===== src/source/wb_bus_pkg.sv =====
// wishbone bus widths, engine state codes, command opcodes and the command word union
package wb_bus_pkg;

   // classic wishbone master widths
   localparam int adr_w = 32;
   localparam int dat_w = 32;
   localparam int sel_w = 4;

   // command opcodes sit in the top nibble of a command word
   // any value not listed here behaves as halt
   localparam logic [3:0] op_halt  = 4'd0;
   localparam logic [3:0] op_ldi   = 4'd1;
   localparam logic [3:0] op_add   = 4'd2;
   localparam logic [3:0] op_store = 4'd3;

   // command engine states
   localparam logic [2:0] st_idle   = 3'd0;
   localparam logic [2:0] st_fetch  = 3'd1;
   localparam logic [2:0] st_read   = 3'd2;
   localparam logic [2:0] st_write  = 3'd3;
   localparam logic [2:0] st_halted = 3'd4;

   // one fetched word, two decodings
   // mem form for add and store, imm form for load immediate
   typedef union packed {
      struct packed {
         logic [3:0]  op;
         // byte lanes for store
         logic [3:0]  sel;
         // word address, byte address is this times 4
         logic [23:0] wadr;
      } mem;
      struct packed {
         logic [3:0]  op;
         // zero-extended into the accumulator
         logic [27:0] imm;
      } imm;
   } cmd_word_t;

endpackage


===== src/source/pin_reduce_pkg.sv =====
// widths and fold stages of the serial read-data input and the parity trees
package pin_reduce_pkg;

   // serial input word length, shifted msb first
   localparam int ser_len = 32;

   // width of the bus folded into one signature
   localparam int fold_in_w = 32;

   // first stage folds the bus into one byte
   localparam int fold_w1 = 8;

   // second stage folds that byte into two bits
   localparam int fold_w2 = 2;

   // number of slices xored together at each stage
   localparam int fold_lanes1 = fold_in_w / fold_w1;
   localparam int fold_lanes2 = fold_w1 / fold_w2;

   // stage two output is reduced to the signature pin
   // total latency from bus to signature is two edges

endpackage


===== src/source/cmd_sequencer.sv =====
// command engine: wishbone classic master that fetches, decodes and executes command words
`timescale 1ns/100ps

module cmd_sequencer (
   input  logic                           CLK_I,
   input  logic                           arst_n,
   input  logic                           start,
   input  logic                           ack,
   input  logic [wb_bus_pkg::dat_w-1:0]   dat_i,
   output logic                           cyc,
   output logic                           stb,
   output logic                           we,
   output logic [wb_bus_pkg::adr_w-1:0]   adr,
   output logic [wb_bus_pkg::dat_w-1:0]   dat_o,
   output logic [wb_bus_pkg::sel_w-1:0]   sel,
   output logic                           corerunning
);

   // fsm state
   logic [2:0]                     state;
   // byte address of the next command word
   logic [wb_bus_pkg::adr_w-1:0]   pc;
   // command being executed
   wb_bus_pkg::cmd_word_t          cmd_q;
   // accumulator
   logic [wb_bus_pkg::dat_w-1:0]   acc;

   // read data viewed as a command word
   wb_bus_pkg::cmd_word_t          fetched;
   // byte address of the memory operand
   logic [wb_bus_pkg::adr_w-1:0]   mem_adr;

   assign fetched = dat_i;

   // word address times 4, top bits zero
   assign mem_adr = {{(wb_bus_pkg::adr_w - 26){1'b0}}, cmd_q.mem.wadr, 2'b00};

   always_ff @(posedge CLK_I or negedge arst_n) begin
      if (!arst_n) begin
         state       <= wb_bus_pkg::st_idle;
         pc          <= '0;
         cmd_q       <= '0;
         acc         <= '0;
         cyc         <= 1'b0;
         stb         <= 1'b0;
         we          <= 1'b0;
         adr         <= '0;
         dat_o       <= '0;
         sel         <= '0;
         corerunning <= 1'b0;
      end else begin
         case (state)
            wb_bus_pkg::st_idle: begin
               // start seen here, first fetch goes out on the next edge
               if (start) begin
                  state <= wb_bus_pkg::st_fetch;
               end
            end

            wb_bus_pkg::st_fetch: begin
               if (!cyc) begin
                  // open the fetch transfer
                  cyc         <= 1'b1;
                  stb         <= 1'b1;
                  we          <= 1'b0;
                  adr         <= pc;
                  sel         <= '1;
                  corerunning <= 1'b1;
               end else if (ack) begin
                  // word taken on the ack edge, bus released
                  cyc   <= 1'b0;
                  stb   <= 1'b0;
                  cmd_q <= fetched;
                  pc    <= pc + 4;
                  case (fetched.mem.op)
                     wb_bus_pkg::op_ldi: begin
                        // zero extend the 28 bit immediate
                        acc   <= {4'b0000, fetched.imm.imm};
                        state <= wb_bus_pkg::st_fetch;
                     end
                     wb_bus_pkg::op_add: begin
                        state <= wb_bus_pkg::st_read;
                     end
                     wb_bus_pkg::op_store: begin
                        state <= wb_bus_pkg::st_write;
                     end
                     wb_bus_pkg::op_halt: begin
                        state       <= wb_bus_pkg::st_halted;
                        corerunning <= 1'b0;
                     end
                     default: begin
                        // unknown opcode stops the engine too
                        state       <= wb_bus_pkg::st_halted;
                        corerunning <= 1'b0;
                     end
                  endcase
               end
            end

            wb_bus_pkg::st_read: begin
               if (!cyc) begin
                  // operand read, full word
                  cyc <= 1'b1;
                  stb <= 1'b1;
                  we  <= 1'b0;
                  adr <= mem_adr;
                  sel <= '1;
               end else if (ack) begin
                  cyc   <= 1'b0;
                  stb   <= 1'b0;
                  acc   <= acc + dat_i;
                  state <= wb_bus_pkg::st_fetch;
               end
            end

            wb_bus_pkg::st_write: begin
               if (!cyc) begin
                  // store accumulator under the command's byte lanes
                  cyc   <= 1'b1;
                  stb   <= 1'b1;
                  we    <= 1'b1;
                  adr   <= mem_adr;
                  dat_o <= acc;
                  sel   <= cmd_q.mem.sel;
               end else if (ack) begin
                  cyc   <= 1'b0;
                  stb   <= 1'b0;
                  we    <= 1'b0;
                  state <= wb_bus_pkg::st_fetch;
               end
            end

            wb_bus_pkg::st_halted: begin
               // parked until reset
               cyc <= 1'b0;
               stb <= 1'b0;
               we  <= 1'b0;
            end

            default: begin
               // illegal code, park the engine
               state       <= wb_bus_pkg::st_halted;
               cyc         <= 1'b0;
               stb         <= 1'b0;
               we          <= 1'b0;
               corerunning <= 1'b0;
            end
         endcase
      end
   end

endmodule


===== src/source/serial_din.sv =====
// gated shift register that assembles a read-data word from one serial pin
`timescale 1ns/100ps

module serial_din (
   input  logic                              CLK_I,
   input  logic                              arst_n,
   input  logic                              ser_en,
   input  logic                              ser_bit,
   output logic [pin_reduce_pkg::ser_len-1:0] word
);

   // one pin and an enable stand in for the whole read-data bus
   // first bit shifted ends up in the msb after a full word

   always_ff @(posedge CLK_I or negedge arst_n) begin
      if (!arst_n) begin
         word <= '0;
      end else if (ser_en) begin
         // new bit enters at the lsb
         word <= {word[pin_reduce_pkg::ser_len-2:0], ser_bit};
      end
      // enable low, word held for the engine to take on ack
   end

endmodule


===== src/source/parity_fold.sv =====
// two-stage registered xor fold of a 32-bit bus into a one-pin parity signature
`timescale 1ns/100ps

module parity_fold (
   input  logic                                CLK_I,
   input  logic                                arst_n,
   input  logic [pin_reduce_pkg::fold_in_w-1:0] bus,
   output logic                                sig
);

   // registered fold stages
   logic [pin_reduce_pkg::fold_w1-1:0] s1_q;
   logic [pin_reduce_pkg::fold_w2-1:0] s2_q;

   // next values of the stages
   logic [pin_reduce_pkg::fold_w1-1:0] s1_d;
   logic [pin_reduce_pkg::fold_w2-1:0] s2_d;

   // stage one, xor of the byte lanes
   always_comb begin
      s1_d = '0;
      for (int i = 0; i < pin_reduce_pkg::fold_lanes1; i++) begin
         s1_d ^= bus[i*pin_reduce_pkg::fold_w1 +: pin_reduce_pkg::fold_w1];
      end
   end

   // stage two, xor of the bit pairs of stage one
   always_comb begin
      s2_d = '0;
      for (int j = 0; j < pin_reduce_pkg::fold_lanes2; j++) begin
         s2_d ^= s1_q[j*pin_reduce_pkg::fold_w2 +: pin_reduce_pkg::fold_w2];
      end
   end

   always_ff @(posedge CLK_I or negedge arst_n) begin
      if (!arst_n) begin
         s1_q <= '0;
         s2_q <= '0;
      end else begin
         s1_q <= s1_d;
         s2_q <= s2_d;
      end
   end

   // parity of the bus as it was two edges ago
   assign sig = ^s2_q;

endmodule


===== src/source/wbpin_top.sv =====
// pin-reduced top: command engine, serial read-data input and two parity folds
`timescale 1ns/100ps

module wbpin_top (
   input  logic                           CLK_I,
   input  logic                           arst_n,
   input  logic                           start,
   input  logic                           ACK_I,
   input  logic                           ser_en,
   input  logic                           ser_bit,
   output logic                           CYC_O,
   output logic                           STB_O,
   output logic                           WE_O,
   output logic [wb_bus_pkg::adr_w-1:0]   ADR_O,
   output logic [wb_bus_pkg::dat_w-1:0]   DAT_O,
   output logic [wb_bus_pkg::sel_w-1:0]   SEL_O,
   output logic                           adr_sig,
   output logic                           dat_sig,
   output logic                           corerunning
);

   // read data rebuilt from the serial pin
   logic [wb_bus_pkg::dat_w-1:0] rd_word;

   cmd_sequencer u_cmd_sequencer (
      .CLK_I       (CLK_I),
      .arst_n      (arst_n),
      .start       (start),
      .ack         (ACK_I),
      .dat_i       (rd_word),
      .cyc         (CYC_O),
      .stb         (STB_O),
      .we          (WE_O),
      .adr         (ADR_O),
      .dat_o       (DAT_O),
      .sel         (SEL_O),
      .corerunning (corerunning)
   );

   // replaces the read-data pins
   serial_din u_serial_din (
      .CLK_I   (CLK_I),
      .arst_n  (arst_n),
      .ser_en  (ser_en),
      .ser_bit (ser_bit),
      .word    (rd_word)
   );

   // address bus signature
   parity_fold adr_fold (
      .CLK_I  (CLK_I),
      .arst_n (arst_n),
      .bus    (ADR_O),
      .sig    (adr_sig)
   );

   // write data signature
   parity_fold dat_fold (
      .CLK_I  (CLK_I),
      .arst_n (arst_n),
      .bus    (DAT_O),
      .sig    (dat_sig)
   );

endmodule


===== config.mk =====
export PLATFORM = sky130hd
export DESIGN_NAME = wbpin_top
export DESIGN_NICKNAME = d
export VERILOG_FILES = /design/src/source/wb_bus_pkg.sv /design/src/source/pin_reduce_pkg.sv /design/src/source/cmd_sequencer.sv /design/src/source/serial_din.sv /design/src/source/parity_fold.sv /design/src/source/wbpin_top.sv
export SDC_FILE = /design/constraint.sdc
export NUM_CORES = 1
export LEC_CHECK = 0
export BUFFER_PORTS_ARGS = -buffer_cell sky130_fd_sc_hd__buf_2
export CELL_PAD_IN_SITES_DETAIL_PLACEMENT = 0
export CELL_PAD_IN_SITES_GLOBAL_PLACEMENT = 2
export CORE_MARGIN = 2
export CORE_UTILIZATION = 39
export CTS_CLUSTER_SIZE = 8
export DETAILED_ROUTE_END_ITERATION = 6
export PLACE_DENSITY = 0.88
export SYNTH_ARGS = -nofsm -noshare
export SYNTH_HDL_FRONTEND = slang
export SYNTH_SLANG_ARGS = --single-unit
export TNS_END_PERCENT = 20

===== constraint.sdc =====
create_clock -name CLK_I -period 3.6 [get_ports CLK_I]
set_clock_uncertainty 0.1 [all_clocks]
set_input_delay 0.36 -clock CLK_I [delete_from_list [all_inputs] [get_ports CLK_I]]
set_output_delay 0.36 -clock CLK_I [all_outputs]
set_load 0.02 [all_outputs]

==> Word-level counts from Yosys, hierarchy flattened <==
Index checks and enable logic that the tools add are counted.
{ "op_classes": {"n_div": 0, "addsub": 2, "magnitude_cmp": 0, "bitwise_logic": 16, "mux": 31, "n_mul": 0, "n_reduce_logical": 20, "eq_ne": 23, "shifts": 0} }
{ "op_table": {"columns": ["operator", "count"], "rows": [
  ["$mux 32", 7],
  ["$pmux 32 s2", 2],
  ["$xor 8x8->8", 6],
  ["$add 32x3->32 const B", 1],
  ["$add 32x32->32", 1],
  ["$mux 3", 5],
  ["$reduce_and 3->1", 5],
  ["$ne 2x2->1 const B", 7],
  ["$ne 3x3->1 const B", 4],
  ["$pmux 3 s4", 1],
  ["$reduce_and 6->1", 2],
  ["$xor 2x2->2", 6],
  ["$ne 2x1->1 const B", 5],
  ["$pmux 3 s3", 1],
  ["$eq 4x2->1 const B", 2],
  ["$mux 1", 8],
  ["$mux 4", 2],
  ["$pmux 4 s2", 1],
  ["$eq 3x2->1 const B", 2],
  ["$pmux 1 s2", 3],
  ["$reduce_bool 2->1", 3],
  ["$reduce_or 3->1", 2],
  ["$eq 4x1->1 const B", 1],
  ["$not 1->1", 4],
  ["8 further kinds", 11]
]} }
{ "word_totals": {"inputBits": 6, "output_inout_bits": 74, "latchBits": 0, "register_bits": 219, "memories": 0, "ram_bits": 0, "mem_bits_ro": 0, "elab_cells": 108} }

==> Logic depth before layout (Yosys ltp) <==
Gate-level depths: netlist of run 1.
{ "logic_depth": {"depth_word": 6, "ltp_mapped": 11, "depth_no_buf": 11} }

==> By module <==
A second synthesis of run 1 with hierarchy kept.
{ "hier_totals": {"cells_unflattened": 1084, "hier_area_um2": 10919.2} }
{ "by_module_without_submodules": {"columns": ["mod", "seq_area_each_um2", "cells_each", "area_per_inst_um2", "instances"], "rows": [
  ["cmd_sequencer", 4078.9, 934, 8530.7, 1],
  ["serial_din", 800.8, 68, 1345.0, 1],
  ["parity_fold", 250.2, 41, 521.8, 2]
]} }

==> Worst setup path before layout of run 1 <==
OpenSTA, ideal clock, no wires.
{ "synth_path": {"path_type": "flip-flop to flip-flop", "startpoint": "register u_serial_din.word[0] (netlist name)", "endpoint": "register u_cmd_sequencer.acc[24] (netlist name)", "setup_time_ns": 0.126, "arrival_time_ns": 2.631, "path_buffers": 0, "period_less_slack_ns": 2.857, "path_slack_ns": 0.743, "stages_incl_launch_ff": 12, "cell_sequence": "dfrtp_1 > ha_1 > fa_1 > a21o_1 > a311o_1 > a211oi_2 > nand4bb_1 > and2_1 > inv_1 > o21ai_1 > a21oi_1 > a221o_1"} }
{ "synth_between": {"elab_chain_len": 4} }
{ "synth_lines": {"columns": ["item", "line_no", "text"], "rows": [
  ["start, declared", "serial_din.sv:9", "output logic [pin_reduce_pkg::ser_len-1:0] word"],
  ["start signal, assigned", "serial_din.sv:20", "word <= {word[pin_reduce_pkg::ser_len-2:0], ser_bit};"],
  ["$add 32x32->32", "cmd_sequencer.sv:111", "acc <= acc + dat_i;"],
  ["$mux 32", "cmd_sequencer.sv:108", "end else if (ack) begin"],
  ["$mux 32", "cmd_sequencer.sv:101", "if (!cyc) begin"],
  ["$pmux 32 s2", "cmd_sequencer.sv:52", "case (state)"],
  ["end signal, assigned", "cmd_sequencer.sv:78", "acc <= {4'b0000, fetched.imm.imm};"],
  ["end signal, assigned", "cmd_sequencer.sv:111", null],
  ["end, declared", "cmd_sequencer.sv:26", "logic [wb_bus_pkg::dat_w-1:0] acc;"]
]} }
No other way between the ends. The select of a mux whose other input is x is not followed.
A chain may end at the register's enable or synchronous reset.

==> Worst setup path in the final report of run 1 <==
Same ends and word-level chain as after synthesis.

==> flow_metrics.py, run 1 <==
metrics = {
    "timing": {
        "fin_crit_sh": 0.885,
        "final_hold_viol_count": 0,
        "fmax_ghz": 0.314,
        "maxSlewViolCount": 0,
        "worst_pin_slew_ns": 0.809,
        "rsz0062_at_grt": "false",
        "finalSetupViolCount": 0,
        "finalCriticalPeriod_ns": 3.19,
        "tns_ns": 0,
        "relSlewSlack": 0.460,
    },
    "clock_tree": {
        "cts_root_buffer": "clkbuf_16",
        "clock_sinks": 215,
        "cts_setup_buffers": 0,
        "clk-insertion-delay-late_ns": 0.56,
        "cts_tree": "done",
        "cts_made_buffers": 30,
        "cts_buffer_depth": 3,
        "htree_num_levels": 1,
        "cts_resized": 0,
        "clkTransAtPathRegs_ns": 0.05,
    },
    "cells_and_area": {
        "post-route-util": 0.454,
        "drive_gt1_frac": 0.181,
        "layout_common_cells": "nand2_1 (225), dfrtp_1 (215), nor2_1 (81)",
        "mostFrequentLayoutCell": "nand2_1",
        "syn_to_final_growth_pct": 15.0,
        "finalNetCount": 1172,
        "regArea_sq_um": 5380,
        "multi_input_area_sq_um": 4980,
        "n_antenna_cell": 0,
        "fill_cells": 2572,
    },
    "grt": {
        "grt_max_degree": 107,
        "grt_pass1_vias": 7739,
        "grt_pass1_wl_microns": 42300,
        "gr-usage-all-layers": 0.186,
        "grt_overflow_total": 0,
        "antenna_found_initial": 0,
    },
    "run": {
        "drv_cap": 0,
    },
    "yosys": {
        "synth_fa_ha_area_frac": 0.0397,
        "syn_area_per_cell_sq_um": 10.0,
        "mappedNetlistArea_sq_um": 10600,
        "synthSimpleGateAreaFrac": 0.146,
        "synth_cells": 1055,
        "async_reset_ff_frac": 1.00,
        "yosysSeqAreaShare": 0.509,
        "ys_ff_latch": 215,
        "synth_top_family_by_area": "simple AND/OR/NAND/NOR gates",
        "synthMuxAreaShare": 0.0659,
        "yosys_warnings": 0,
        "synth_xor_area_frac": 0.0969,
        "synth-compound-area-share": 0.121,
        "synth.distinct_cells": 62,
        "synth-edff-count": 0,
        "synth_top_flop_cell": "dfrtp_1",
    },
    "die": {
        "fp.dieH_microns": 169,
        "die_width_microns": 169,
        "rows": 60,
        "ios": 80,
        "initial_core_util": 0.395,
        "coreArea_sq_um": 26800,
        "die-area_sq_um": 28500,
    },
    "worst_setup_path": {
        "worstSetupStartpointType": "register",
        "required_ns": 3.93,
        "worstSetupEndpointType": "register",
        "path_max_fanout": 5,
        "arrival_ns": 3.52,
        "r2r_end": "u_cmd_sequencer.acc[24]",
        "r2r_slack_ns": 0.41,
        "worst_r2r_startpoint": "u_serial_din.word[0]",
        "criticalPathCategory": "reg -> reg",
        "startpoint": "u_serial_din.word[0]",
        "worst-r2r-cell-count": 11,
    },
    "placement": {
        "place_hpwl_microns": 18200,
        "numPortBuffers": 77,
        "gp_congestion": 0.861,
    },
    "drt": {
        "detail-route-antenna-nets": 0,
        "vias": 7630,
        "wl_per_cell_microns": 17.5,
        "dr.pass1.iters": 4,
        "drc": 0,
        "wl_microns": 25700,
        "via_per_inst": 5.18,
        "drt_iter0_drc": 536,
    },
    "power_and_ir_drop": {
        "cellLeakagePower_uw": 0.00593,
        "power_density_nw_per_um2": 648,
        "peakVddDrop_mv": 0.334,
    },
    "hold_path": {
        "hold_path.class": "in -> reg",
        "min_path_cells": 2,
        "whs_endpoint": "u_serial_din.word[0]",
        "holdCritStartpoint": "ser_bit",
    },
    "outcome": {
        "outcome": "complete, no violations",
    },
}
[worst max-delay path: stages, from the launching register on]
cell and delay (ns):
dfrtp_1 0.42, ha_1 0.25, fa_1 0.41, a21o_1 0.23
a311o_1 0.39, a211oi_2 0.35, nand4bb_1 0.22, and2_1 0.19
inv_1 0.05, o21ai_1 0.11, a21oi_1 0.08, a221o_1 0.29
[repair_timing]
item | CTS | global route
hold buffers | 1 | 0
endpoints found under the setup margin | 0 | 0
endpoints found under the hold margin | 102 | 0
[per-stage QoR]
step / std cells / total power [uW] / hold slack [ns] / worst slack, ns / cell area (sq um)
detailed placement: 1441 / 5500 / 0.375 / 0.449 / 11400
floorplan: 1056 / 4790 / -0.0356 / 0.743 / 10600
finish: 1474 / 7880 / 0.0438 / 0.413 / 12200
global route: 1474 / 8340 / 0.0236 / 0.229 / 12200
global placement: 1441 / 5460 / 0.363 / 0.473 / 11400
CTS: 1474 / 7980 / 0.0115 / 0.423 / 12200
[how the worst max path moves through the flow]
stage / slack (ns) / to
3_5_place_dp: 0.45 / u_cmd_sequencer.acc[24]
4_1_cts: 0.42 / u_cmd_sequencer.acc[24]
2_1_floorplan: 0.74 / u_cmd_sequencer.acc[24]
3_3_place_gp: 0.47 / u_cmd_sequencer.acc[24]
6_report: 0.41 / u_cmd_sequencer.acc[24]
5_1_grt: 0.23 / u_cmd_sequencer.acc[24]
[layout make-up]
type | instances | share of cell area
Clock buffer | 31 | 0.0620
Clock inverter | 1 | 0.00247
Inverter | 9 | 0.00278
Multi-Input combinational cell | 781 | 0.410
Sequential cell | 215 | 0.442
Tap cell | 341 | 0.0351
Timing Repair Buffer | 96 | 0.0455
[sequential cells by signal, summed over array words and instances (netlist names)]
name	cells
u_cmd_sequencer.state	3
u_cmd_sequencer.dat_o	32
u_cmd_sequencer.stb	1
dat_fold.s1_q	8
adr_fold.s1_q	8
u_cmd_sequencer.cyc	1
u_cmd_sequencer.sel	4
u_cmd_sequencer.adr	30
u_cmd_sequencer.pc	30
u_cmd_sequencer.cmd_q	28
adr_fold.s2_q	2
u_cmd_sequencer.corerunning	1
u_cmd_sequencer.we	1
dat_fold.s2_q	2
u_serial_din.word	32
u_cmd_sequencer.acc	32
[metal layers]
metal	routed length [microns]	global-route usage	vias up
li1	-	-	3749
met1	12400	0.263	3742
met2	12100	0.308	107
met3	773	0.0203	32
met4	463	0.0450	0
met5	0	0	-
[cells in the mapped netlist (all sizes together), types with 2 or more instances]
cell,instances,share of area
xnor2,73,0.060
and3,13,0.0077
dfrtp,215,0.51
mux2,61,0.065
a31o,2,0.0017
nand4,8,0.0047
o21a,2,0.0014
a311o,3,0.0028
a211oi,7,0.0066
a21oi,63,0.031
a21o,17,0.012
nand2b,4,0.0024
nand3,24,0.011
xor2,44,0.036
o21ai,36,0.018
nor3b,2,0.0014
inv,9,0.0032
nor2,81,0.029
o22ai,3,0.0018
nand2,225,0.080
nor3,9,0.0047
o31ai,5,0.0048
a31oi,33,0.022
buf,10,0.0045
o21bai,6,0.0043
ha,32,0.038
o22a,4,0.0033
o211ai,4,0.0033
clkbuf,41,0.015
[power by group]
group	leakage [uW]	total, uW	switching, uW	internal, uW
clock network	0.000382	2440	986	1460
registers	0.00284	3440	538	2900
logic	0.00270	2000	1110	886
[cell families after synthesis]
family                   Yosys count
flip-flops                       215
AND/OR/NAND/NOR                  373
buffers and inverters             60
adder cells (fa/ha/maj)           33
XOR/XNOR                         117
multiplexers                      62
other                              1
AO/OA/AOI/OAI                    194
(Power assumes the default switching activity.)
==> run 2, diff against run 1 <==
==> constraint.sdc (replaced) <==
create_clock -name CLK_I -period 3.6 [get_ports CLK_I]
set_clock_uncertainty 0.1 [all_clocks]
set_input_delay 0 -clock CLK_I [delete_from_list [all_inputs] [get_ports CLK_I]]
set_output_delay 0 -clock CLK_I [all_outputs]
set_load 0.02 [all_outputs]
==> flow_metrics.py, run 2 (synthesis results as in run 1) <==
metrics = {
    "worst_setup_path": {
        "worstSetupStartpointType": "register",
        "criticalPathCategory": "reg -> reg",
        "path_max_fanout": 5,
        "required_ns": 3.93,
        "worstSetupEndpointType": "register",
        "arrival_ns": 3.56,
        "worst-r2r-cell-count": 11,
    },
    "power_and_ir_drop": {
        "p_switching_uw": 2630,
        "power_density_nw_per_um2": 647,
        "cellLeakagePower_uw": 0.00592,
        "clockPowerShare": 0.310,
        "power.internal_uw": 5240,
        "switching_share": 0.334,
        "power_frac_comb": 0.251,
        "peakVddDrop_mv": 0.472,
        "seqPwrFrac": 0.438,
    },
    "clock_tree": {
        "cts_buffer_depth": 3,
        "cts_made_buffers": 30,
        "clk-insertion-delay-late_ns": 0.55,
        "clock_sinks": 215,
        "cts_tree": "done",
        "cts_setup_buffers": 0,
        "cts_root_buffer": "clkbuf_16",
        "htree_num_levels": 1,
        "clkTransAtPathRegs_ns": 0.05,
    },
    "die": {
        "die-area_sq_um": 28500,
        "initial_core_util": 0.395,
        "die_width_microns": 169,
        "ios": 80,
        "coreArea_sq_um": 26800,
        "fp.dieH_microns": 169,
        "rows": 60,
    },
    "timing": {
        "finalCriticalPeriod_ns": 3.23,
        "fin_crit_sh": 0.896,
        "setup_ws_ns": 0.375,
        "fmax_ghz": 0.310,
        "relSlewSlack": 0.446,
        "tns_ns": 0,
        "worst_pin_slew_ns": 0.831,
        "finalSetupViolCount": 0,
        "final_hold_viol_count": 2,
        "rsz0062_at_grt": "false",
        "maxSlewViolCount": 0,
        "hold_slack_ns": -0.00680,
    },
    "grt": {
        "grt_pass1_wl_microns": 42000,
        "grt_max_degree": 108,
        "grt_pass1_vias": 7696,
        "grt_overflow_total": 0,
        "antenna_found_initial": 0,
        "gr-usage-all-layers": 0.184,
    },
    "placement": {
        "dp_cells": 1437,
        "dp_slack_ns": 0.426,
        "gp_congestion": 0.804,
        "numPortBuffers": 77,
        "place_hpwl_microns": 18000,
    },
    "drt": {
        "vias": 7649,
        "dr.pass1.iters": 4,
        "via_per_inst": 5.19,
        "detail-route-antenna-nets": 0,
        "wl_per_cell_microns": 17.4,
        "drt_iter0_drc": 495,
        "wl_microns": 25600,
        "drc": 0,
    },
    "hold_path": {
        "hold_path.class": "in -> async",
    },
    "cells_and_area": {
        "top_regs": "u_cmd_sequencer.acc: 32 flops, u_cmd_sequencer.dat_o: 32 flops, u_serial_din.word: 32 flops",
        "syn_to_final_growth_pct": 15.0,
        "drive_gt1_frac": 0.178,
        "n_antenna_cell": 0,
        "layout_common_cells": "nand2_1 (225), dfrtp_1 (215), nor2_1 (81)",
        "finalNetCount": 1171,
        "layout.cells.non_filler": 1473,
        "mostFrequentLayoutCell": "nand2_1",
    },
    "outcome": {
        "failed_checks": "negative hold slack",
        "outcome": "complete, but fails checks",
    },
    "run": {
        "drv_cap": 0,
    },
}
## run 2: cell count changes in the layout (fill, tap and decap cells not counted)
cell	delta
buf_4	-4
dlygate4sd3_1	+3
## run 2: layout make-up
cell class,instances,area (sq um)
clock buffer,31,754
clock inverter,1,30.0
fill,2573,14600
inverter,9,33.8
multi-input combinational,781,4980
sequential,215,5380
tap,341,427
timing repair buffer,95,553
## run 2: final timing paths
kind / from / to / slack [ns]
setup / recovery: u_serial_din.word[0] / u_cmd_sequencer.acc[24] / 0.37
hold / removal: arst_n / u_cmd_sequencer.adr[31] / -0.007
setup reg to reg: u_serial_din.word[0] / u_cmd_sequencer.acc[24] / 0.37
hold reg to reg: u_cmd_sequencer.pc[31] / u_cmd_sequencer.pc[31] / 0.38
max in group asynchronous: arst_n / u_serial_din.word[29] / 2.30
min in group CLK_I: ser_en / u_serial_din.word[27] / 0.03
## run 2: repair_timing
item | in CTS | in global routing
resized for setup | 0 | 0
hold buffers | 4 | 0
endpoints found under the hold margin | 122 | 0
## run 2: critical path, cell delays in order, from the launching register on
cell,delay (ns)
dfrtp_1,0.43
ha_1,0.26
fa_1,0.41
a21o_1,0.23
a311o_1,0.39
a211oi_2,0.34
nand4bb_1,0.23
and2_1,0.19
inv_1,0.05
o21ai_1,0.11
a21oi_1,0.07
a221o_1,0.29
## run 2: power by group through the flow
stage / registers (uW) / clock network, uW / logic [uW]
2_1_floorplan: 3490 / 0 / 1300
3_3_place_gp: 3490 / 0 / 1960
3_5_place_dp: 3510 / 0 / 1980
4_1_cts: 3470 / 2520 / 1990
5_1_grt: 3520 / 2620 / 2180
6_report: 3450 / 2440 / 1980
## run 2: layer usage
layer | global-route usage | vias up | share of wire
met4 | 0.0382 | 0 | 0.014
li1 | - | 3745 | -
met5 | 0 | - | 0
met3 | 0.0238 | 24 | 0.042
met2 | 0.303 | 128 | 0.47
met1 | 0.262 | 3752 | 0.47
## run 2: per-stage QoR
stage	hold WS, ns	utilization	instance area, sq um	power [uW]
2_1_floorplan	-0.396	-	10600	4790
6_report	-0.00680	0.454	12200	7870
3_3_place_gp	0.0204	0.423	11300	5450
3_5_place_dp	0.0260	0.423	11300	5490
5_1_grt	0.0654	0.454	12200	8320
4_1_cts	0.0145	0.454	12200	7980
